File: config.mk
export PLATFORM = sky130hd
export DESIGN_NAME = memory_stage
export DESIGN_NICKNAME = d
export VERILOG_FILES = /design/src/source/cpu_pkg.sv /design/src/source/memory_stage.sv
export VERILOG_INCLUDE_DIRS = /design/src /design/src/source
export SDC_FILE = /design/constraint.sdc
export NUM_CORES = 2
export LEC_CHECK = 0
export ABC_AREA = 1
export BUFFER_PORTS_ARGS = -buffer_cell sky130_fd_sc_hd__buf_2
export CAP_MARGIN = 20
export CELL_PAD_IN_SITES_DETAIL_PLACEMENT = 0
export CELL_PAD_IN_SITES_GLOBAL_PLACEMENT = 1
export CORE_MARGIN = 10
export CORE_UTILIZATION = 46
export CTS_BUF_LIST = sky130_fd_sc_hd__clkbuf_8 sky130_fd_sc_hd__clkbuf_16
export DETAILED_ROUTE_END_ITERATION = 7
export PLACE_DENSITY_LB_ADDON = 0.08
export SKIP_CTS_REPAIR_TIMING = 1
export SYNTH_ARGS = -nofsm -noshare
export SYNTH_HDL_FRONTEND = slang
export SYNTH_SLANG_ARGS = --single-unit
export TNS_END_PERCENT = 100
File: constraint.sdc
create_clock -name clk_i -period 36.7 [get_ports clk_i]
set_clock_uncertainty 0.2 [all_clocks]
set_input_delay 0 -clock clk_i [delete_from_list [all_inputs] [get_ports clk_i]]
set_output_delay 0 -clock clk_i [all_outputs]
set_load 0.01 [all_outputs]
File: src/source/cpu_macros.svh
//==========================================================
// cpu widths, memory depths and loader marker bytes
//==========================================================
`ifndef CPU_MACROS_SVH
`define CPU_MACROS_SVH

// ========================= datapath ========================

`define CPU_XLEN        32      // data word and instruction width
`define CPU_REG_AW      5       // register number width, 32 registers

// ========================= memories ========================

`define CPU_IMEM_WORDS  32      // instruction memory depth
`define CPU_DMEM_WORDS  32      // data memory depth

// ========================= loader ==========================

`define CPU_LOAD_BEGIN  8'hFE   // enter fill mode
`define CPU_LOAD_END    8'hFF   // stop filling, start running

`endif
File: src/source/cpu_pkg.sv
//==========================================================
// cpu types: word widths, fsm enums, pipeline payloads
//==========================================================
`default_nettype none

`include "cpu_macros.svh"

package cpu_pkg;

    // ====================== plain vectors ======================

    typedef logic [`CPU_XLEN-1:0]                word_t;
    typedef logic [`CPU_XLEN-1:0]                instr_t;
    typedef logic [`CPU_REG_AW-1:0]              reg_addr_t;
    typedef logic [$clog2(`CPU_IMEM_WORDS)-1:0]  mem_index_t;   // same depth for dmem
    typedef logic [7:0]                          byte_t;
    typedef logic [$clog2(`CPU_XLEN/8)-1:0]      lane_t;

    // ====================== enums ==============================

    typedef enum logic [1:0] {
        LOAD_IDLE,      // waiting for begin marker
        LOAD_FILL,      // bytes go to imem
        LOAD_RUN        // program running until reset
    } load_state_t;

    typedef enum logic [1:0] {ALU_ADD, ALU_SUB, ALU_AND, ALU_OR} alu_op_t;

    typedef enum logic [1:0] {FWD_REG, FWD_EX_MEM, FWD_MEM_WB} fwd_sel_t;

    // ====================== pipeline payloads ==================

    typedef struct packed {
        alu_op_t alu_op;
        logic    alu_src_imm;   // operand b from immediate
        logic    reg_write;
        logic    mem_read;
        logic    mem_write;
        logic    mem_to_reg;    // writeback takes load data
    } ctrl_t;

    typedef struct packed {
        ctrl_t     ctrl;
        word_t     rs1_data;
        word_t     rs2_data;
        word_t     imm;
        reg_addr_t rs1;
        reg_addr_t rs2;
        reg_addr_t rd;
    } id_ex_t;

    typedef struct packed {
        ctrl_t     ctrl;
        word_t     alu_result;  // also the dmem byte address
        word_t     store_data;
        reg_addr_t rd;
    } ex_mem_t;

    typedef struct packed {
        logic      reg_write;
        reg_addr_t rd;
        word_t     data;
    } wb_t;

endpackage

`default_nettype wire

File: src/source/memory_stage.sv
//==========================================================
// memory stage: data memory and mem/wb register
//==========================================================
`timescale 1ns/1ps
`default_nettype none

`include "cpu_macros.svh"

module memory_stage import cpu_pkg::*; (
    input  logic       clk_i,
    input  logic       reset,
    input  ex_mem_t    ex_mem_i,
    input  logic       ex_mem_valid_i,
    input  mem_index_t debug_addr_i,
    output wb_t        wb_o,
    output word_t      debug_data_o
);

    localparam int IDX_HI = $clog2(`CPU_DMEM_WORDS) + 1;

    word_t      dmem [`CPU_DMEM_WORDS];
    mem_index_t dm_idx;
    word_t      load_data;
    wb_t        wb_q;

    assign dm_idx    = ex_mem_i.alu_result[IDX_HI:2];    // word index from byte address
    assign load_data = dmem[dm_idx];

    always_ff @(posedge clk_i or posedge reset) begin
        if (reset) begin
            for (int i = 0; i < `CPU_DMEM_WORDS; i++) dmem[i] <= '0;
        end else if (ex_mem_valid_i && ex_mem_i.ctrl.mem_write) begin
            dmem[dm_idx] <= ex_mem_i.store_data;
        end
    end

    // ===================== mem/wb ==========================

    always_ff @(posedge clk_i or posedge reset) begin
        if (reset) begin
            wb_q <= '0;
        end else begin
            wb_q.reg_write <= ex_mem_valid_i && ex_mem_i.ctrl.reg_write;
            wb_q.rd        <= ex_mem_i.rd;
            wb_q.data      <= ex_mem_i.ctrl.mem_to_reg ? load_data : ex_mem_i.alu_result;
        end
    end

    assign wb_o         = wb_q;
    assign debug_data_o = dmem[debug_addr_i];

endmodule

`default_nettype wire

### Word level (Yosys, flattened, before mapping)

Index checks and enable logic that the tools add are counted.

* bits in registers: 1062
* bits of input ports: 84
* word-level logic and storage cells: 53

* magnitude comparators: 3
* reduce and logical (&&, ||, !) cells: 3
* bitwise logic cells: 2
* muxes and demuxes: 10

Operator list (number)
* bitwise mux 1024 bit: 1
* binary-select mux 32 bit (select 5 bit): 2
* two-way mux 32 bit: 6
* demux 32 bit (select 5 bit): 1
* greater-or-equal comparator 6 bit (second input constant): 2
* NOT 5 -> 6 bit: 2
* < comparator 6 x 1 -> 1 bit (second input constant): 1
* logical AND 1 bit: 3

### Logic depth before layout (Yosys ltp)

* word-level depth: 6
* depth in mapped cells: 14
* mapped depth without buffers: 11

### Worst setup path before layout

OpenSTA, ideal clock, no wires.

* path type: input-to-reg
* start: in ex_mem_i[39] in the netlist's numbering
* end: reg dmem[1000] in the netlist's numbering
* setup slack: 35.116 ns
* stages on the path: 7
* arrival time: 1.251 ns
* buffers on the path: 3
* cells stage by stage: buf_2 -> buf_2 -> nor3_4 -> nand2_2 -> clkbuf_1 -> nand2_1 -> o21ai_0

* cells in the longest elaborated chain, start to end: 6

RTL lines
* from (decl): line memory_stage.sv:12 `input ex_mem_t ex_mem_i,`
* NOT 5 -> 6 bit (implied by the code) *: line memory_stage.sv:33 `dmem[dm_idx] <= ex_mem_i.store_data;`
* greater-or-equal comparator 6 bit (implied by the code) / < comparator 6 x 1 -> 1 bit (equally long branches): line memory_stage.sv:33
* logical AND 1 bit (implied by the code): line memory_stage.sv:33
* two-way mux 32 bit (implied by the code): line memory_stage.sv:33
* demux 32 bit (select 5 bit) *: line memory_stage.sv:33
* bitwise mux 1024 bit *: line memory_stage.sv:33
* to (signal, indexed assignment): line memory_stage.sv:33
* to (decl): line memory_stage.sv:21 `` word_t dmem [`CPU_DMEM_WORDS]; ``

Every way passes the cells marked *; elsewhere a longest branch is shown, timed or not.
A chain may end at the register's enable or synchronous reset.

==> summary.txt <==
Finish
  • Final std cells w/o fill: 10300
  • Share of cells above drive strength 1: 0.0593
  • Design area: 65100 um2
  • Synthesis-to-layout area growth: 11.6%
  • Nets: between 8000 and 9000
  • # fillers: 12700

Logic synthesis
  • Synth Net Count: 8856
  • Post-synth top area cell: dfrtp_1
  • Mean post-synth cell area: about 6.7 um2
  • Top FF cell, synth: dfrtp_1
  • Top-count cell post-synth: nand2_1
  • Post-synth EDFFs: 0
  • Asr flop ratio synth: 1.00
  • Synth unique cells: 21
  • Ranking of synthesized cells by area: dfrtp_1 (46%), nand2_1 (31%), o21ai_0 (8.8%)
  • Synth warn: 0
  • Synth top area share: 0.455
  • Commonest cells in the netlist: nand2_1 (4743), dfrtp_1 (1062), o21ai_0 (1024)
  • Synth Cell Area: 58400 um2
  • #FFs+latches synth: 1062
  • Gate count after technology mapping: around 9000
  • Seq/Total Area, Yosys: 0.455

Flow run
  • Max cap viols: 0

Clocking
  • Clk sink count: 1062
  • H-Tree Depth: 4
  • Total CTS buffers: 131
  • Clock Tree Root: clkbuf_16
  • Maximum clock path buffer count: 3
  • Clk_lat worst skew: 0.76 ns
  • CTS tree: built
  • Worst-path clk slew: approximately 0.060 ns

Critical path
  • Worst Reg-to-Reg Cells: 8
  • CP peak stage delay: between 0.8 and 0.9 ns
  • Crit-path slowest cell: buf_4
  • CP delay by family, top: buffers and inverters
  • Worst path bufs/invs: 9
  • CP Depth: 9
  • Critical path type: primary input to asynchronous set/reset pin
  • Worst path cell trace: dlygate4sd3_1 -> buf_2 -> dlygate4sd3_1 -> inv_8 -> buf_4 -> buf_4 -> buf_4 -> buf_4 -> buf_4
  • Crit-path most repeated cell: buf_4
  • Startpoint types: primary input
  • Worst EP arrival: 6.07 ns
  • Worst Setup End Kind: asynchronous set/reset pin
  • Crit path max fanout: about 120
  • CP required: 37.27 ns

Min path
  • Worst hold-check path type: primary input to register
  • Hold-critical path depth: 9

Global routing
  • Initial antenna violation count: 9
  • First-pass GRT wire length: 348000 um
  • Pin count of the biggest net entering global routing: 163
  • Gr ovfl total: 0
  • Total global-route track usage: 0.320
  • Vias in the first global route: about 54000

Place
  • Port Buffers: roughly 150
  • DPL Wire Length: 116000 um
  • Gpl congestion: 0.796
  • Dpl ws: roughly 31 ns
  • Placed cell areas: 59400 um2
  • Dpl cells: 9959

Pwr
  • P_int: between 0.002 and 0.0025 W
  • Clock share of power: 0.399
  • Switch share: 0.302
  • Maximum VDD drop: 0.0506 mV
  • PD cells: 50.2 nW/um2
  • Logic pwr share: 0.162
  • Net Sw Power: between 0.0009 and 0.001 W
  • Share of power burned in registers: 0.439
  • Pleak: ~33 nW

STA
  • Maximum clock rate: 0.182 GHz
  • Slew Limit Fails: 0
  • Final period util: 0.150
  • Slew of the pin with the lowest slew margin: 1.19 ns
  • Final setup TNS: 0 ns
  • Worst setup margin: 31.20 ns
  • Hold Vio Cnt, Final: 4
  • Max_slew headroom: 0.208
  • Final min period: 5.50 ns
  • Setup violations, final: 0
  • Hold_ws: -0.0457 ns
  • RSZ-0062 raised after global routing: no

Die
  • Initial Utilization: 0.464
  • Die area: 142000 um2
  • I/O pin total: between 150 and 200
  • Die Y: 376 um
  • Chip Width: between 300 and 400 um
  • Core area: 126000 um2
  • Row count: 130

Routing
  • DRT iter0 DRCs: between 6000 and 7000
  • Vias per cell: 5.63
  • Routed length per instance: 22.5 um
  • Routed WL: 232000 um
  • Number of routed nets with antenna violations: 0
  • 1st-pass router iterations: 8
  • DRC viols: 0
  • Vias after detailed routing: between 50000 and 60000

Run status
  • Status: finished with violations
  • Failing checks: negative hold slack
==> power groups by stage <==
stage	clock network, W	logic, W	registers (W)
2_1_floorplan	0	0.000372	0.00143
3_3_place_gp	0	0.000505	0.00145
4_1_cts	0.00132	0.000514	0.00143
5_1_grt	0.00137	0.000607	0.00146
6_report	0.00130	0.000528	0.00144
3_5_place_dp	0	0.000512	0.00145
==> per-stage QoR <==
stage	util	total power [W]
after floorplan	-	0.00180
after global placement	0.472	0.00195
after CTS	0.506	0.00327
final	0.517	0.00327
after detailed placement	0.472	0.00196
after global routing	0.517	0.00343
==> flip-flops by register name, indices dropped and copies added, names as in the netlist <==
name  count
dmem   1024
wb_o     38
==> path summary, 6_finish.rpt <==
kind	startpoint	end	slack [ns]
hold / removal	ex_mem_i[40]	wb_o[1]$_DFF_PP0_	-0.05
setup reg to reg	dmem[868]$_DFFE_PP0P_	wb_o[4]$_DFF_PP0_	34.31
hold reg to reg	dmem[618]$_DFFE_PP0P_	dmem[618]$_DFFE_PP0P_	0.29
min in group asynchronous	reset	wb_o[33]$_DFF_PP0_	0.36
setup / recovery	reset	dmem[632]$_DFFE_PP0P_	31.20
max in group clk_i	ex_mem_i[39]	wb_o[20]$_DFF_PP0_	32.41
==> worst min-delay path: cells and delay by family <==
family | cells | cell delay, ns
simple gates | 7 | 0.63
buf+inv | 2 | 0.25
==> routing by layer <==
layer / vias up / global-route usage / part of all wire
li1: 27400 / - / -
met1: 27600 / 0.439 / 0.43
met2: 2613 / 0.502 / 0.44
met3: 466 / 0.0553 / 0.087
met4: 4 / 0.121 / 0.039
met5: - / 0 / 0.00013
==> cell families (layout without fill, tap and decap cells) <==
| group | Yosys count | count (layout) | share of synthesized area |
|---|---|---|---|
| simple gates | 5719 | 5719 | 0.390 |
| other cells | 0 | 2 | 0 |
| compound gates | 1172 | 1172 | 0.101 |
| buf+inv | 819 | 719 | 0.0544 |
| flops | 1062 | 1062 | 0.455 |
==> area by class of cell <==
class | count | area, um2 | area share
multi-input combinational | 6891 | 28800 | 0.443
antenna | 2 | 5.00 | 0.0000769
clock buffer | 168 | 3900 | 0.0599
inverter | 123 | 508 | 0.00780
clock inverter | 61 | 403 | 0.00619
timing repair buffer | 367 | 2840 | 0.0436
tap | 1650 | 2060 | 0.0317
sequential | 1062 | 26600 | 0.408
==> cells in the final DEF (no fill, tap or decap), types with 4 or more instances in the layout <==
cell type | synthesis | layout
nand2_1 | 4743 | 4735
dfrtp_1 | 1062 | 1062
o21ai_0 | 1024 | 1024
nand3_1 | 844 | 844
buf_2 | 78 | 143
inv_1 | 115 | 142
clkbuf_16 | 0 | 141
dlygate4sd3_1 | 0 | 131
buf_4 | 1 | 83
a21oi_1 | 81 | 81
nor2_1 | 71 | 70
o21ai_1 | 63 | 63
nand2_4 | 0 | 32
clkbuf_8 | 0 | 27
or2_2 | 24 | 24
clkinv_2 | 0 | 23
nor3_4 | 6 | 6
nor2_4 | 0 | 5
inv_8 | 0 | 5
bufinv_16 | 0 | 5
buf_8 | 0 | 5
a22oi_1 | 4 | 4
Note: power is estimated with default switching activity, not from simulation.
