$ cat config.mk
export PLATFORM = sky130hd
export DESIGN_NAME = instr_fetch
export DESIGN_NICKNAME = d
export VERILOG_FILES = /design/src/source/cpu_pkg.sv /design/src/source/instr_fetch.sv
export VERILOG_INCLUDE_DIRS = /design/src /design/src/source
export SDC_FILE = /design/constraint.sdc
export NUM_CORES = 2
export LEC_CHECK = 0
export BUFFER_PORTS_ARGS = -buffer_cell sky130_fd_sc_hd__buf_2
export CAP_MARGIN = 20
export CORE_MARGIN = 2
export CORE_UTILIZATION = 60
export CTS_CLUSTER_SIZE = 8
export DETAILED_ROUTE_END_ITERATION = 16
export GPL_ROUTABILITY_DRIVEN = 0
export GPL_TIMING_DRIVEN = 1
export HOLD_SLACK_MARGIN = 0.06
export PLACE_DENSITY = 0.76
export SYNTH_ARGS = -nofsm -noshare
export SYNTH_HDL_FRONTEND = slang
export SYNTH_SLANG_ARGS = --single-unit
$ cat constraint.sdc
create_clock -name clk_i -period 38.1 [get_ports clk_i]
set_input_delay 1.905 -clock clk_i [delete_from_list [all_inputs] [get_ports clk_i]]
set_output_delay 1.905 -clock clk_i [all_outputs]
set_load 0.03 [all_outputs]
$ cat src/source/cpu_macros.svh
//==========================================================
// cpu widths, memory depths and loader marker bytes
//==========================================================
`ifndef CPU_MACROS_SVH
`define CPU_MACROS_SVH

// ========================= datapath ========================

`define CPU_XLEN        32      // data word and instruction width
`define CPU_REG_AW      5       // register number width, 32 registers

// ========================= memories ========================

`define CPU_IMEM_WORDS  32      // instruction memory depth
`define CPU_DMEM_WORDS  32      // data memory depth

// ========================= loader ==========================

`define CPU_LOAD_BEGIN  8'hFE   // enter fill mode
`define CPU_LOAD_END    8'hFF   // stop filling, start running

`endif
$ cat src/source/cpu_pkg.sv
//==========================================================
// cpu types: word widths, fsm enums, pipeline payloads
//==========================================================
`default_nettype none

`include "cpu_macros.svh"

package cpu_pkg;

    // ====================== plain vectors ======================

    typedef logic [`CPU_XLEN-1:0]                word_t;
    typedef logic [`CPU_XLEN-1:0]                instr_t;
    typedef logic [`CPU_REG_AW-1:0]              reg_addr_t;
    typedef logic [$clog2(`CPU_IMEM_WORDS)-1:0]  mem_index_t;   // same depth for dmem
    typedef logic [7:0]                          byte_t;
    typedef logic [$clog2(`CPU_XLEN/8)-1:0]      lane_t;

    // ====================== enums ==============================

    typedef enum logic [1:0] {
        LOAD_IDLE,      // waiting for begin marker
        LOAD_FILL,      // bytes go to imem
        LOAD_RUN        // program running until reset
    } load_state_t;

    typedef enum logic [1:0] {ALU_ADD, ALU_SUB, ALU_AND, ALU_OR} alu_op_t;

    typedef enum logic [1:0] {FWD_REG, FWD_EX_MEM, FWD_MEM_WB} fwd_sel_t;

    // ====================== pipeline payloads ==================

    typedef struct packed {
        alu_op_t alu_op;
        logic    alu_src_imm;   // operand b from immediate
        logic    reg_write;
        logic    mem_read;
        logic    mem_write;
        logic    mem_to_reg;    // writeback takes load data
    } ctrl_t;

    typedef struct packed {
        ctrl_t     ctrl;
        word_t     rs1_data;
        word_t     rs2_data;
        word_t     imm;
        reg_addr_t rs1;
        reg_addr_t rs2;
        reg_addr_t rd;
    } id_ex_t;

    typedef struct packed {
        ctrl_t     ctrl;
        word_t     alu_result;  // also the dmem byte address
        word_t     store_data;
        reg_addr_t rd;
    } ex_mem_t;

    typedef struct packed {
        logic      reg_write;
        reg_addr_t rd;
        word_t     data;
    } wb_t;

endpackage

`default_nettype wire

$ cat src/source/instr_fetch.sv
//==========================================================
// instruction fetch: byte loader fsm, imem and pc
//==========================================================
`timescale 1ns/1ps
`default_nettype none

`include "cpu_macros.svh"

module instr_fetch import cpu_pkg::*; (
    input  logic   clk_i,
    input  logic   reset,
    input  byte_t  instr_i,         // loader byte stream
    input  logic   stall_i,         // load-use hold
    output instr_t fetch_instr_o,
    output logic   fetch_valid_o
);

    localparam int CNT_W = $clog2(`CPU_IMEM_WORDS) + 2;    // word index plus lane

    load_state_t      state_q;
    logic [CNT_W-1:0] byte_cnt_q;    // bytes written so far
    mem_index_t       pc_q;
    instr_t           imem [`CPU_IMEM_WORDS];
    logic             imem_we;
    mem_index_t       wr_word;
    lane_t            wr_lane;

    assign imem_we = (state_q == LOAD_FILL) && (instr_i != `CPU_LOAD_END);
    assign wr_word = byte_cnt_q[CNT_W-1:2];
    assign wr_lane = byte_cnt_q[1:0];    // little-endian within the word

    // ===================== loader fsm ======================

    always_ff @(posedge clk_i or posedge reset) begin
        if (reset) begin
            state_q    <= LOAD_IDLE;
            byte_cnt_q <= '0;
        end else begin
            case (state_q)
                LOAD_IDLE: begin
                    if (instr_i == `CPU_LOAD_BEGIN) state_q <= LOAD_FILL;
                end
                LOAD_FILL: begin
                    if (instr_i == `CPU_LOAD_END) begin
                        state_q <= LOAD_RUN;
                    end else begin
                        byte_cnt_q <= byte_cnt_q + 1'b1;
                    end
                end
                default: ;    // run until reset
            endcase
        end
    end

    always_ff @(posedge clk_i or posedge reset) begin
        if (reset) begin
            for (int i = 0; i < `CPU_IMEM_WORDS; i++) imem[i] <= '0;    // zero = no-op
        end else if (imem_we) begin
            imem[wr_word][{wr_lane, 3'b000} +: 8] <= instr_i;
        end
    end

    // ===================== program counter =================

    always_ff @(posedge clk_i or posedge reset) begin
        if (reset) begin
            pc_q <= '0;
        end else if (state_q == LOAD_RUN && !stall_i &&
                     pc_q != mem_index_t'(`CPU_IMEM_WORDS - 1)) begin
            pc_q <= pc_q + 1'b1;    // parks on last word
        end
    end

    assign fetch_instr_o = imem[pc_q];
    assign fetch_valid_o = (state_q == LOAD_RUN);

    // once running, the fsm stays there and a held pc keeps showing the same word
    a_run_frozen: assert property (@(posedge clk_i) disable iff (reset)
        state_q == LOAD_RUN |=> state_q == LOAD_RUN &&
            (pc_q != $past(pc_q) || fetch_instr_o == $past(fetch_instr_o)))
        else $error("imem written or loader left run state");

endmodule

`default_nettype wire

Word-level counts from Yosys, hierarchy flattened:

Cells that the tools add are included.

* register bits: 1038
* input port bits: 11
* output and inout bits: 33
* word-level logic and storage cells: 72

* add/subtract/negate cells: 3
* order comparisons: 3
* equal/unequal tests: 8
* shift operators: 2
* multiplexer cells: 9
* bitwise operators: 3
* reductions and logical operators: 9

Operators by type and width (number)
* $bwmux 1024: 1
* $bmux 32 s5: 1
* $demux 32 s5: 1
* $mux 32: 3
* $shift 8x7->32 const A: 1
* $shiftx 8x7->32: 1
* $eq 8x8->1 const B: 2
* $ge 6x6->1 const B: 2
* $not 5->6: 2
* $ne 8x8->1 const B: 1
* $add 7x1->7 const B: 1
* $neg 5->7: 1
* $lt 6x1->1 const B: 1
* $add 5x1->5 const B: 1
* $ne 5x5->1 const B: 1
* $logic_and 1x1->1: 4
* $mux 2: 2
* $pmux 2 s2: 1
* $reduce_and 3->1: 1
* $eq 2x1->1 const B: 1
* $eq 2x2->1 const B: 1
* $logic_not 2->1: 1
* $ne 2x1->1 const B: 1
* $ne 2x2->1 const B: 1
* other kinds (4): 4

Logic depth before layout (Yosys ltp):

* depth in word-level cells: 6
* depth in mapped cells: 8
* mapped depth without buffers: 6

Least setup slack after synthesis:

OpenSTA, ideal clock, no wires.

* kind: reg2out
* start: reg pc_q[0]
* end: out fetch_instr_o[10]
* data arrival time: 2.342 ns
* setup slack: 33.853 ns
* stages on the path, launching flop included: 9
* cells stage by stage: dfrtp_1 > buf_2 > buf_2 > buf_2 > clkbuf_1 > mux2i_1 > a221oi_1 > o21ai_0 > a22oi_1

* word-level cells in the longest chain between the ends: 4

RTL lines
* start, declared: RTL line instr_fetch.sv:22 `mem_index_t pc_q;`
* start signal, assigned: RTL line instr_fetch.sv:70 `pc_q <= pc_q + 1'b1;`
* $not 5->6 (not written as such): RTL line instr_fetch.sv:74 `assign fetch_instr_o = imem[pc_q];`
* $bmux 32 s5: RTL line instr_fetch.sv:74
* $mux 32 (not written as such) (2 in series): RTL line instr_fetch.sv:74
* end, declared: RTL line instr_fetch.sv:14 `output instr_t fetch_instr_o,`

Every way passes these cells. The select of a mux whose other input is x is not followed.

Final worst setup path:

* start: reg pc_q[0]
* end: out fetch_instr_o[11]

The elaborated chain is that of the path after synthesis.

==> out/metrics.sh <==
OUTCOME='finished, final reports clean'
PRECTSSETUPSLACK_NS=31.35
TRITONCTS='done'
FILLCELLCOUNT=5228
CORE_AREA_MM2=0.0790
SYNTHTOLAYOUTAREAGROWTH_PCT=11.6
POSTLAYOUTCOREUTIL_PCT=67.7
FRACTION_OF_FINAL_LAYOUT_CELLS_WITH_DRIVE_STRENGTH_GREATER_THAN_1_PCT=45.2
GRT_MAX_DEGREE=198
POWER-PER-CELL-AREA_mW_PER_MM2=49.6
POST_SYNTH.CELL_AREA_AVG_UM2=14.5
DRT_ITER0_DRC=2739
SYNTH.LIB_CELLS_USED.DISTINCT=55
MET3_WIRE_LEN_UM=7940
CP_DATA_ARRIVAL_TIME_NS=5.59
SETUP.WORST_PATH.END='fetch_instr_o[11]'
POST-ROUTE-DRC-COUNT=0
SYNTH_FP_NETS=3323
PLACE.DETAILED.INSTANCES=4194
VIAS_AFTER_DETAILED_ROUTING=29480
HOLD_VIOLATIONS=0
GLOBAL_ROUTE_USAGE_OVER_ALL_LAYERS_PCT=30.7
CLK_LATENCY_NS=0.75
TIMING.REG2REG.WORST_PATH_DEPTH=7
ENDPOINT_KIND='primary output'
ANT_NETS=0
CTSLONGESTPATHBUFFERS=3
NUMBER_OF_STANDARD_CELLS_IN_THE_FINAL_LAYOUT_EXCLUDING_FILLERS=4383
HOLD_SLACK_NS=0.487
NUM-NETS-FINAL=3329
NUMCLOCKSINKS=1038
PATH_MAX_FANOUT=114
POST_DRT_VIA_CELL_RATIO=6.73
P_LEAK_nW=25.2
WORSTSETUPSTARTPOINTTYPE='flop'
FIRST_PASS_GRT_WIRE_LENGTH_UM=192000
CTS_INSERTED_BUFFERS=147
CLK_TRANSITION_REPORTED_PATHS_NS=0.05
SYNTH_ASYNC_SR_FLOP_SHARE_PCT=100
IO_BUFFERS=43
PLACEDINSTANCEAREA_MM2=0.0490
ROWS=103
DRT_PRE_ANTENNA_ITERS=6
SYNTHFLOPTYPE='dfrtp_1'
RSZ_0062_RAISED_AFTER_GLOBAL_ROUTING='no'
CRIT_START='pc_q[0]'
NUMBER_OF_ENDPOINTS_FAILING_SETUP_AT_THE_FINAL_STAGE=0
SLEW_HEADROOM_PCT=16.4
WORSTMARGINPINSLEW_NS=1.25
TIMING.HOLD.WORST.CLASS='reg -> reg'
ROUTED_WL_UM=124000
GLOBALROUTE.TOTALOVERFLOW=0
NUMBER_OF_SYNTHESIZED_REGISTER_BITS=1038
CLOCK-ROOT-BUFFER='clkbuf_16'
PERIOD_MINUS_SLACK_NS=7.49
CAP_VIOL_MAX_COUNT=0
TOTAL_OF_WARNINGS_RAISED_BY_YOSYS=0
MIN_PERIOD_OVER_PERIOD_PCT=19.7
BOUNDARY_PINS=44
CTS_SETUP_BUFFERS=0
WORSTPATHREQUIRED_NS=36.19
START_UTIL_PCT=60.7
SYNTH_SEQUENTIAL_AREA_RATIO_PCT=54.2
CTS_HOLD_BUFFERS=0
FIN_SETUP_TNS_NS=0
POST_CTS_RESIZED=0
REG2REG_FROM='byte_cnt_q[0]'
SYN-CELL-AREA_MM2=0.0479
SYN_INST=3305
IR_DROP_mV=0.0457
SETUP_WS_NS=30.61
SKEW_NS=0.0326
REG2REG_TO='imem[490]'
FINAL_DESIGN_AREA_NO_FILL_MM2=0.0535
DIE_AREA_MM2=0.0822
DETAILED_PLACE_HPWL_UM=75100
CTSHTREEMAXLEVEL=4
MAXCLOCKFREQUENCY_GHz=0.133
CRITICAL_PATH_CLASS='reg -> out'
SYNTH_ENABLE_FLOP_CELLS=0
POWER.TOTAL_mW=2.65
ANTENNA_FOUND_INITIAL=6
DIE_X_UM=287
GRT_PASS1_VIAS=31782
WIRE_PER_INST_UM=28.3
R2R_SETUP_SLACK_NS=34.68
WL_MET2_UM=59600
MAXUSEDROUTINGLAYER='met4'
DIE_H_UM=287
DRT-MET1-WL_UM=51700
MAXSLEWVIOLCOUNT=0
-- power by group --
part | total, mW | internal (mW) | switching [mW]
registers | 1.13 | 1.12 | 0.0149
logic | 0.351 | 0.113 | 0.238
clock network | 1.17 | 0.690 | 0.479
total | 2.65 | 1.92 | 0.732
-- worst max-delay path, stage by stage (launching register included) --
cell     delay (ns)
dfrtp_4        0.85
buf_4          0.87
buf_12         0.66
buf_4          0.81
mux4_2         0.61
o21ai_0        0.30
a22oi_1        0.22
buf_2          0.28
-- cell type report --
| type | count | area (µm²) | area share (%) |
|---|---|---|---|
| Antenna cell | 5 | 12.5 | 0.0234 |
| Clock inverter | 15 | 332 | 0.620 |
| Sequential cell | 1038 | 26000 | 48.6 |
| Tap cell | 1050 | 1310 | 2.46 |
| Inverter | 5 | 26.3 | 0.0491 |
| Timing Repair Buffer | 121 | 1170 | 2.18 |
| Multi-Input combinational cell | 1998 | 21000 | 39.2 |
| Clock buffer | 151 | 3690 | 6.91 |
-- per-layer routing --
layer  track usage, %  vias up
met5                0        -
li1                 -    12312
met1             42.1    15804
met3             5.52      305
met4             13.2        0
met2             48.5     1059
-- kinds of logic after synthesis --
| kind of cell | synth area share [%] |
|---|---|
| DFF | 54.2 |
| buffers and inverters | 2.23 |
| adders and majority gates | 0.183 |
| AOI/OAI and AO/OA | 4.26 |
| muxes | 35.5 |
| and+or+nand+nor | 3.50 |
| xor gates and xnor gates | 0.164 |
-- worst min-delay path by stage --
stage	cells past startpoint	endpoint	start	slack, ns
after floorplan	1	imem[497]	imem[497]	0.46
final	1	imem[499]	imem[499]	0.49
after global placement	1	imem[500]	imem[500]	0.47
after CTS	1	imem[499]	imem[499]	0.49
after global routing	1	imem[702]	imem[702]	0.50
after detailed placement	1	imem[499]	imem[499]	0.48
-- synthesized netlist by cell type, types with 32 or more instances --
library cell | n | share of area [%]
a2111oi_0 | 32 | 0.58
a21oi_1 | 32 | 0.33
a221oi_1 | 64 | 1.2
a22oi_1 | 32 | 0.50
and2_1 | 33 | 0.43
buf_2 | 37 | 0.39
clkbuf_1 | 196 | 1.5
dfrtp_1 | 1038 | 54
mux2_2 | 1023 | 24
mux2i_1 | 256 | 5.3
mux4_2 | 128 | 6.0
nand2_1 | 36 | 0.28
nand3_1 | 37 | 0.39
nor2_1 | 75 | 0.59
o21ai_0 | 65 | 0.68
o221ai_1 | 32 | 0.58
-- flip-flops by register name, summed over array words and instances, names as in the netlist --
register / flops
imem: 1024
byte_cnt_q: 7
pc_q: 5
state_q: 2
-- cell usage in the layout (no fill, tap or decap), types with 7 or more instances in the layout --
| master | instances |
|---|---|
| dfrtp_1 | 1034 |
| mux2_2 | 1023 |
| mux2i_1 | 256 |
| clkbuf_16 | 148 |
| mux4_2 | 128 |
| nor2_1 | 74 |
| o21ai_0 | 65 |
| a221oi_1 | 64 |
| buf_4 | 53 |
| buf_2 | 43 |
| nand3_1 | 36 |
| nand2_1 | 36 |
| and2_1 | 33 |
| a2111oi_0 | 32 |
| o221ai_1 | 32 |
| a21oi_1 | 32 |
| a22oi_1 | 32 |
| nor2_2 | 20 |
| nand4_1 | 16 |
| nand2_2 | 15 |
| buf_16 | 13 |
| and3_1 | 10 |
| nor2b_1 | 8 |
| a311oi_2 | 7 |
| ha_1 | 7 |
(Power assumes the default switching activity.)
