File: src/source/cpu_macros.svh
//==========================================================
// cpu widths, memory depths and loader marker bytes
//==========================================================
`ifndef CPU_MACROS_SVH
`define CPU_MACROS_SVH

// ========================= datapath ========================

`define CPU_XLEN        32      // data word and instruction width
`define CPU_REG_AW      5       // register number width, 32 registers

// ========================= memories ========================

`define CPU_IMEM_WORDS  32      // instruction memory depth
`define CPU_DMEM_WORDS  32      // data memory depth

// ========================= loader ==========================

`define CPU_LOAD_BEGIN  8'hFE   // enter fill mode
`define CPU_LOAD_END    8'hFF   // stop filling, start running

`endif
File: src/source/cpu_pkg.sv
//==========================================================
// cpu types: word widths, fsm enums, pipeline payloads
//==========================================================
`default_nettype none

`include "cpu_macros.svh"

package cpu_pkg;

    // ====================== plain vectors ======================

    typedef logic [`CPU_XLEN-1:0]                word_t;
    typedef logic [`CPU_XLEN-1:0]                instr_t;
    typedef logic [`CPU_REG_AW-1:0]              reg_addr_t;
    typedef logic [$clog2(`CPU_IMEM_WORDS)-1:0]  mem_index_t;   // same depth for dmem
    typedef logic [7:0]                          byte_t;
    typedef logic [$clog2(`CPU_XLEN/8)-1:0]      lane_t;

    // ====================== enums ==============================

    typedef enum logic [1:0] {
        LOAD_IDLE,      // waiting for begin marker
        LOAD_FILL,      // bytes go to imem
        LOAD_RUN        // program running until reset
    } load_state_t;

    typedef enum logic [1:0] {ALU_ADD, ALU_SUB, ALU_AND, ALU_OR} alu_op_t;

    typedef enum logic [1:0] {FWD_REG, FWD_EX_MEM, FWD_MEM_WB} fwd_sel_t;

    // ====================== pipeline payloads ==================

    typedef struct packed {
        alu_op_t alu_op;
        logic    alu_src_imm;   // operand b from immediate
        logic    reg_write;
        logic    mem_read;
        logic    mem_write;
        logic    mem_to_reg;    // writeback takes load data
    } ctrl_t;

    typedef struct packed {
        ctrl_t     ctrl;
        word_t     rs1_data;
        word_t     rs2_data;
        word_t     imm;
        reg_addr_t rs1;
        reg_addr_t rs2;
        reg_addr_t rd;
    } id_ex_t;

    typedef struct packed {
        ctrl_t     ctrl;
        word_t     alu_result;  // also the dmem byte address
        word_t     store_data;
        reg_addr_t rd;
    } ex_mem_t;

    typedef struct packed {
        logic      reg_write;
        reg_addr_t rd;
        word_t     data;
    } wb_t;

endpackage

`default_nettype wire

File: src/source/execute_stage.sv
//==========================================================
// execute: operand forwarding, alu and ex/mem register
//==========================================================
`timescale 1ns/1ps
`default_nettype none

module execute_stage import cpu_pkg::*; (
    input  logic      clk_i,
    input  logic      reset,
    input  id_ex_t    id_ex_i,
    input  logic      id_ex_valid_i,
    input  wb_t       wb_i,             // mem/wb forward source
    output ex_mem_t   ex_mem_o,
    output logic      ex_mem_valid_o,
    output logic      ex_mem_read_o,    // to hazard check
    output reg_addr_t ex_rd_o
);

    ex_mem_t  ex_mem_q;
    logic     ex_mem_valid_q;
    fwd_sel_t fwd_a, fwd_b;
    word_t    op_a, rs2_val, op_b;
    word_t    alu_y;

    // younger ex/mem result beats mem/wb, x0 never forwarded
    function automatic fwd_sel_t pick_fwd(reg_addr_t rs);
        fwd_sel_t sel;
        sel = FWD_REG;
        if (rs != '0) begin
            if (ex_mem_valid_q && ex_mem_q.ctrl.reg_write && ex_mem_q.rd == rs) begin
                sel = FWD_EX_MEM;
            end else if (wb_i.reg_write && wb_i.rd == rs) begin
                sel = FWD_MEM_WB;
            end
        end
        return sel;
    endfunction

    function automatic word_t fwd_mux(fwd_sel_t sel, word_t reg_val);
        case (sel)
            FWD_EX_MEM: return ex_mem_q.alu_result;
            FWD_MEM_WB: return wb_i.data;
            default:    return reg_val;
        endcase
    endfunction

    always_comb begin
        fwd_a   = pick_fwd(id_ex_i.rs1);
        fwd_b   = pick_fwd(id_ex_i.rs2);
        op_a    = fwd_mux(fwd_a, id_ex_i.rs1_data);
        rs2_val = fwd_mux(fwd_b, id_ex_i.rs2_data);    // also the store data
        op_b    = id_ex_i.ctrl.alu_src_imm ? id_ex_i.imm : rs2_val;
        case (id_ex_i.ctrl.alu_op)
            ALU_SUB: alu_y = op_a - op_b;
            ALU_AND: alu_y = op_a & op_b;
            ALU_OR:  alu_y = op_a | op_b;
            default: alu_y = op_a + op_b;    // add, addi, lw/sw address
        endcase
    end

    // ===================== ex/mem ==========================

    always_ff @(posedge clk_i or posedge reset) begin
        if (reset) ex_mem_valid_q <= 1'b0;
        else ex_mem_valid_q <= id_ex_valid_i;
    end

    always_ff @(posedge clk_i) begin
        ex_mem_q.ctrl       <= id_ex_i.ctrl;
        ex_mem_q.alu_result <= alu_y;
        ex_mem_q.store_data <= rs2_val;
        ex_mem_q.rd         <= id_ex_i.rd;
    end

    assign ex_mem_o       = ex_mem_q;
    assign ex_mem_valid_o = ex_mem_valid_q;
    assign ex_mem_read_o  = id_ex_valid_i && id_ex_i.ctrl.mem_read;
    assign ex_rd_o        = id_ex_i.rd;

endmodule

`default_nettype wire

File: config.mk
export PLATFORM = sky130hd
export DESIGN_NAME = execute_stage
export DESIGN_NICKNAME = d
export VERILOG_FILES = /design/src/source/cpu_pkg.sv /design/src/source/execute_stage.sv
export VERILOG_INCLUDE_DIRS = /design/src /design/src/source
export SDC_FILE = /design/constraint.sdc
export NUM_CORES = 1
export LEC_CHECK = 0
export BUFFER_PORTS_ARGS = -buffer_cell sky130_fd_sc_hd__buf_4
export CAP_MARGIN = 20
export CORE_MARGIN = 2
export CORE_UTILIZATION = 46
export DETAILED_ROUTE_END_ITERATION = 10
export GPL_TIMING_DRIVEN = 1
export HOLD_SLACK_MARGIN = 0.03
export PLACE_DENSITY = 0.74
export RECOVER_POWER = 25
export SETUP_SLACK_MARGIN = 0.02
export SYNTH_ARGS = -nofsm -noshare
export SYNTH_HDL_FRONTEND = slang
export SYNTH_SLANG_ARGS = --single-unit
File: constraint.sdc
create_clock -name clk_i -period 5.4 [get_ports clk_i]
set_clock_uncertainty 0.2 [all_clocks]
set_input_delay 0.81 -clock clk_i [delete_from_list [all_inputs] [get_ports clk_i]]
set_output_delay 0.81 -clock clk_i [all_outputs]
set_load 0.02 [all_outputs]
# After elaboration in Yosys (flattened, before gate mapping)
# Cells that the tools add are included.
word_totals:
  word_cells: 43
  rom_bits: 0
  output_inout_bits: 83
  mem_count: 0
  ramBits: 0
  ff_bits: 77
  latch_bits: 0
classes:
  n_div: 0
  shift: 0
  n_reduce_logical: 8
  multipliers: 0
  n_mux: 10
  n_lt_le_gt_ge: 0
  eq_ne: 11
  add_sub_neg: 2
  bitwise: 2
op_table:
  columns: ["cell", "count"]
  rows:
  - ["one-hot mux 32 bit (2 select lines)", 2]
  - ["one-hot mux 32 bit (3 select lines)", 1]
  - ["adder 32 bit", 1]
  - ["AND 32 bit", 1]
  - ["2-to-1 mux 32 bit", 1]
  - ["OR 32 bit", 1]
  - ["subtractor 32 bit", 1]
  - ["== test 5 bit", 4]
  - ["2-to-1 mux 2 bit", 6]
  - ["nonzero test 5 bit", 2]
  - ["== test 2 bit (second input constant)", 4]
  - ["== test 2 x 1 -> 1 bit (second input constant)", 3]
  - ["logical AND 1 bit", 6]

# Longest topological paths before layout
logic_depth:
  word_depth: 10
  mapped_depth: 27
  depth_no_buf: 26

# Worst setup path after synthesis
# Ideal clock, no wire load.
synth_path:
  kind: "input -> register"
  start: "input id_ex_i[8] (netlist bit)"
  end: "register ex_mem_q (netlist bit ex_mem_o[68])"
  slack_ns: -1.040
  required_time_ns: 5.141
  cell_stages: 27
  path_buffers: 2
  arrival_time_ns: 6.181
  path_cell_list: "xnor2_1 nand4_1 nor3_1 or4_1 ha_1 buf_2 buf_2 a221oi_1 nor3_1 a21oi_1 ha_1 o2111ai_1 or4_1 or3_1 or3_4 nor3_2 nor2_1 xnor2_1 ha_1 and4_1 nand2_1 nor2_1 nand3_1 a31o_2 and3b_1 a311oi_1 o211a_1"
synth_between:
  elab_chain_cells: 10
  elab_cells_between_ends: 17
  classes_between: "add/sub: 2; eq/ne: 4; mux: 6; bitwise: 2; reduce/logical: 3"
synth_rtl:
  columns: ["item", "line_no", "rtl"]
  rows:
  - ["start: declaration", "execute_stage.sv:10", "input id_ex_t id_ex_i,"]
  - ["== test 5 bit", "execute_stage.sv:32", "end else if (wb_i.reg_write && wb_i.rd == rs) begin"]
  - ["logical AND 1 bit", "execute_stage.sv:32", null]
  - ["2-to-1 mux 2 bit", "execute_stage.sv:32", null]
  - ["2-to-1 mux 2 bit", "execute_stage.sv:30", "if (ex_mem_valid_q && ex_mem_q.ctrl.reg_write && ex_mem_q.rd == rs) begin"]
  - ["2-to-1 mux 2 bit *", "execute_stage.sv:29", "if (rs != '0) begin"]
  - ["== test 2 bit or == test 2 x 1 -> 1 bit (tied branches)", "execute_stage.sv:40", "case (sel)"]
  - ["one-hot mux 32 bit (2 select lines) *", "execute_stage.sv:40", null]
  - ["2-to-1 mux 32 bit *", "execute_stage.sv:52", "op_b = id_ex_i.ctrl.alu_src_imm ? id_ex_i.imm : rs2_val;"]
  - ["adder 32 bit, or another cell as far along", "execute_stage.sv:57", "default: alu_y = op_a + op_b;"]
  - ["one-hot mux 32 bit (3 select lines) *", "execute_stage.sv:53", "case (id_ex_i.ctrl.alu_op)"]
  - ["via alu_y[31]", "execute_stage.sv:23", "word_t alu_y;"]
  - ["end: declaration", "execute_stage.sv:19", "ex_mem_t ex_mem_q;"]
# Mark *: on every way through the listed nets, which the timed path passes. The rest lies on a longest branch.

# Final worst setup path
layout_path:
  start: "input id_ex_i[9] (netlist bit)"
  end: "register ex_mem_q (netlist bit ex_mem_o[68])"
# The elaborated chain is that of the path after synthesis.

==> impl_metrics.py <==
metrics = {
    "die": {
        "fp.dieW_um": 125.0,
        "rows": 44,
        "start_util_pct": 46.71,
        "die_area_um2": 15630,
        "ioPinCount": 242,
        "die_h_um": 125.0,
        "coreArea_um2": 14420,
    },
    "routing": {
        "vias": 8952,
        "wl_per_cell_um": 20.56,
        "drt_wl_total_um": 31170,
        "via_per_inst": 5.905,
        "ant_nets": 0,
        "drtIter0Drc": 1196,
        "drc_errors": 0,
        "first_pass_iters": 6,
    },
    "setup_path": {
        "startpoint_type": "primary input",
        "cpPeakStageDelay_ps": 540,
        "critical_path_class": "in2reg",
        "cp.arrival_ps": 6290,
        "critPathRequiredTime_ps": 5460,
        "cp-end-kind": "register",
        "cp_slowest_cell": "or4_4",
        "worstPathMaxFanout": 7,
        "cpMostUsedCell": "a21oi_2",
    },
    "synth": {
        "ys_seq_area_share_pct": 22.95,
        "synth_flop_cell": "dfxtp_1",
        "synth_adder_area_share_pct": 11.22,
        "syn_area_um2": 6738,
        "synth_enable_flop_cells": 0,
        "syn_inst": 895,
        "synth.area.mux_share_pct": 2.767,
        "syn-num-nets": 1093,
        "synth_top_family_by_area": "compound AO/OA/AOI/OAI gates",
        "ys_types": 66,
        "synth_compound_area_share_pct": 28.71,
        "synthXorXnorAreaFrac_pct": 9.099,
        "avgSynthCellArea_um2": 7.528,
        "synthArstFlopShare_pct": 1.299,
        "yosys_warnings": 0,
        "ys_seq_elements": 77,
        "synth-simple-area-share_pct": 20.32,
    },
    "timing": {
        "finalHoldViolCount": 0,
        "post-route-min-period_ps": 6238,
        "slew_violations": 0,
        "fmax_ghz": 0.1603,
        "setup_viol": 19,
        "rsz0062_at_grt": "true",
        "worst_pin_slew_ps": 672.8,
        "whs_ps": 86.07,
        "fin_ws_ps": -838.2,
        "slew_headroom_pct": 54.67,
        "period_share_pct": 115.5,
    },
    "placed_design": {
        "hpwl_um": 23520,
        "port_buffers": 241,
        "place_area_um2": 10230,
        "gp_congestion": 1.004,
        "dp.cells": 1470,
        "pre_cts_ws_ps": -1302,
    },
    "global_routing": {
        "grt_max_degree": 44,
        "grt_overflow": 0,
        "grt_pass1_wl_um": 46580,
        "grt_pass1_vias": 8289,
        "grt_antenna_before_repair": 0,
        "grt_util_all_layers_pct": 37.41,
    },
    "clocking": {
        "clkTransAtPathRegs_ps": 70,
        "clock_latency_ps": 360,
        "root_buffer": "clkbuf_16",
        "cts_tree": "done",
        "cts_made_buffers": 9,
        "cts.path.max_buffers": 2,
        "hold_buffers": 0,
        "cts.sinks": 77,
        "h-tree-depth": 3,
    },
    "final_layout": {
        "final_common_cell": "buf_4",
        "final_cell_area_um2": 11320,
        "fin_cells": 1516,
        "fin_nets": 1525,
        "antenna_cells": 0,
        "syn_to_final_growth_pct": 68.00,
        "layout_common_cells": "buf_4, nand2_1, dfxtp_1, o21ai_0, nor2_1",
        "drive_above_1_share_pct": 45.95,
    },
    "status": {
        "status": "finished with violations",
        "violations": "setup timing",
    },
    "pwr": {
        "cellPowerDensity_nw_per_um2": 257.8,
        "vdd_drop_max_mv": 0.1802,
        "p_leak_nw": 5.247,
    },
    "run": {
        "cap_violations": 0,
    },
    "min_path": {
        "hold_class": "in2async",
    },
}
[through the flow]
stage / TNS [ps] / power [mW] / utilization (%)
after floorplan: -6082 / 1.377 / -
final: -10040 / 2.918 / 78.48
after global routing: -15160 / 3.021 / 78.48
after CTS: -7510 / 2.780 / 76.10
after global placement: -15180 / 1.990 / 70.92
after detailed placement: -17350 / 2.005 / 70.92
[worst max-delay path: cells and delay by family]
kind	cells	cell delay (ps)
adders and majority gates	3	770
and+or+nand+nor	9	2400
xor gates and xnor gates	2	280
buffers and inverters	2	270
AOI/OAI and AO/OA	11	1760
[flip-flops by register name, summed over array words and instances, names as in the netlist]
| name | flops |
|---|---|
| ex_mem_valid_o | 1 |
| ex_mem_o | 76 |
[path summary, 6_finish.rpt]
check | slack [ps] | end | start | cells after the start
max | -840 | ex_mem_o[68] | id_ex_i[9] | 27
min | 90 | ex_mem_valid_o | reset | 2
max reg2reg | -640 | ex_mem_o[68] | ex_mem_o[0] | 26
min reg2reg | 470 | ex_mem_o[34] | ex_mem_o[66] | 2
max in group asynchronous | 4830 | ex_mem_valid_o | reset | 2
min in group clk_i | 380 | ex_mem_o[70] | id_ex_i[112] | 1
[cells by family after synthesis]
group	after synthesis
AO/OA/AOI/OAI	294
AND/OR/NAND/NOR	292
buffers and inverters	80
flip-flops	77
XOR/XNOR	70
adder cells (fa/ha/maj)	65
multiplexers	17
[where the power goes]
| group | total (mW) | leakage [nW] | internal (mW) | switching, mW |
|---|---|---|---|---|
| clock | 0.703 | 0.159 | 0.414 | 0.289 |
| combinational | 1.47 | 4.44 | 0.729 | 0.740 |
| sequential | 0.747 | 0.653 | 0.650 | 0.0966 |
| total | 2.92 | 5.25 | 1.79 | 1.13 |
[cell type report]
cell class,instances,area [um^2]
repair buffers,476,3618
fillers,1042,3104
multi-input cells,738,5500
well taps,184,230.2
inverters,25,93.84
clock buffers,9,225.2
clock inverters,7,105.1
flip-flops and latches,77,1546
[what timing repair did]
| item | 4_1_cts | 5_1_grt |
|---|---|---|
| pin swaps | 44 | 18 |
| hold endpoints to repair | 0 | 0 |
| gates resized for setup | 51 | 61 |
| buffers inserted | 20 | 10 |
| setup endpoints to repair | 19 | 24 |
[per-layer routing]
| metal | vias to the layer above | global-route usage [%] | routed length (um) |
|---|---|---|---|
| met5 | - | 0 | 0 |
| met4 | 0 | 10.59 | 839 |
| met3 | 75 | 5.306 | 3219 |
| met2 | 604 | 58.54 | 13910 |
| met1 | 4152 | 53.78 | 13200 |
| li1 | 4121 | - | - |
[cells in the mapped netlist, types with 9 or more instances]
cell type | n | area share (%)
maj3_1 | 26 | 3.9
o31ai_1 | 13 | 1.4
nor3_1 | 18 | 1.3
a22oi_1 | 54 | 6.0
xnor2_1 | 47 | 6.1
nand4_1 | 9 | 0.84
nor2_1 | 65 | 3.6
a21oi_1 | 46 | 3.4
o21ai_0 | 93 | 6.9
nand2_1 | 123 | 6.9
dfxtp_1 | 76 | 23
a21o_1 | 13 | 1.4
or3_1 | 9 | 0.84
mux2_2 | 13 | 2.2
nor2b_1 | 14 | 1.3
clkbuf_1 | 37 | 2.1
a221oi_1 | 9 | 1.2
xor2_1 | 23 | 3.0
inv_1 | 25 | 1.4
o21a_1 | 10 | 1.1
ha_1 | 38 | 7.1
No activity file was read; power rests on OpenSTA's default activity.
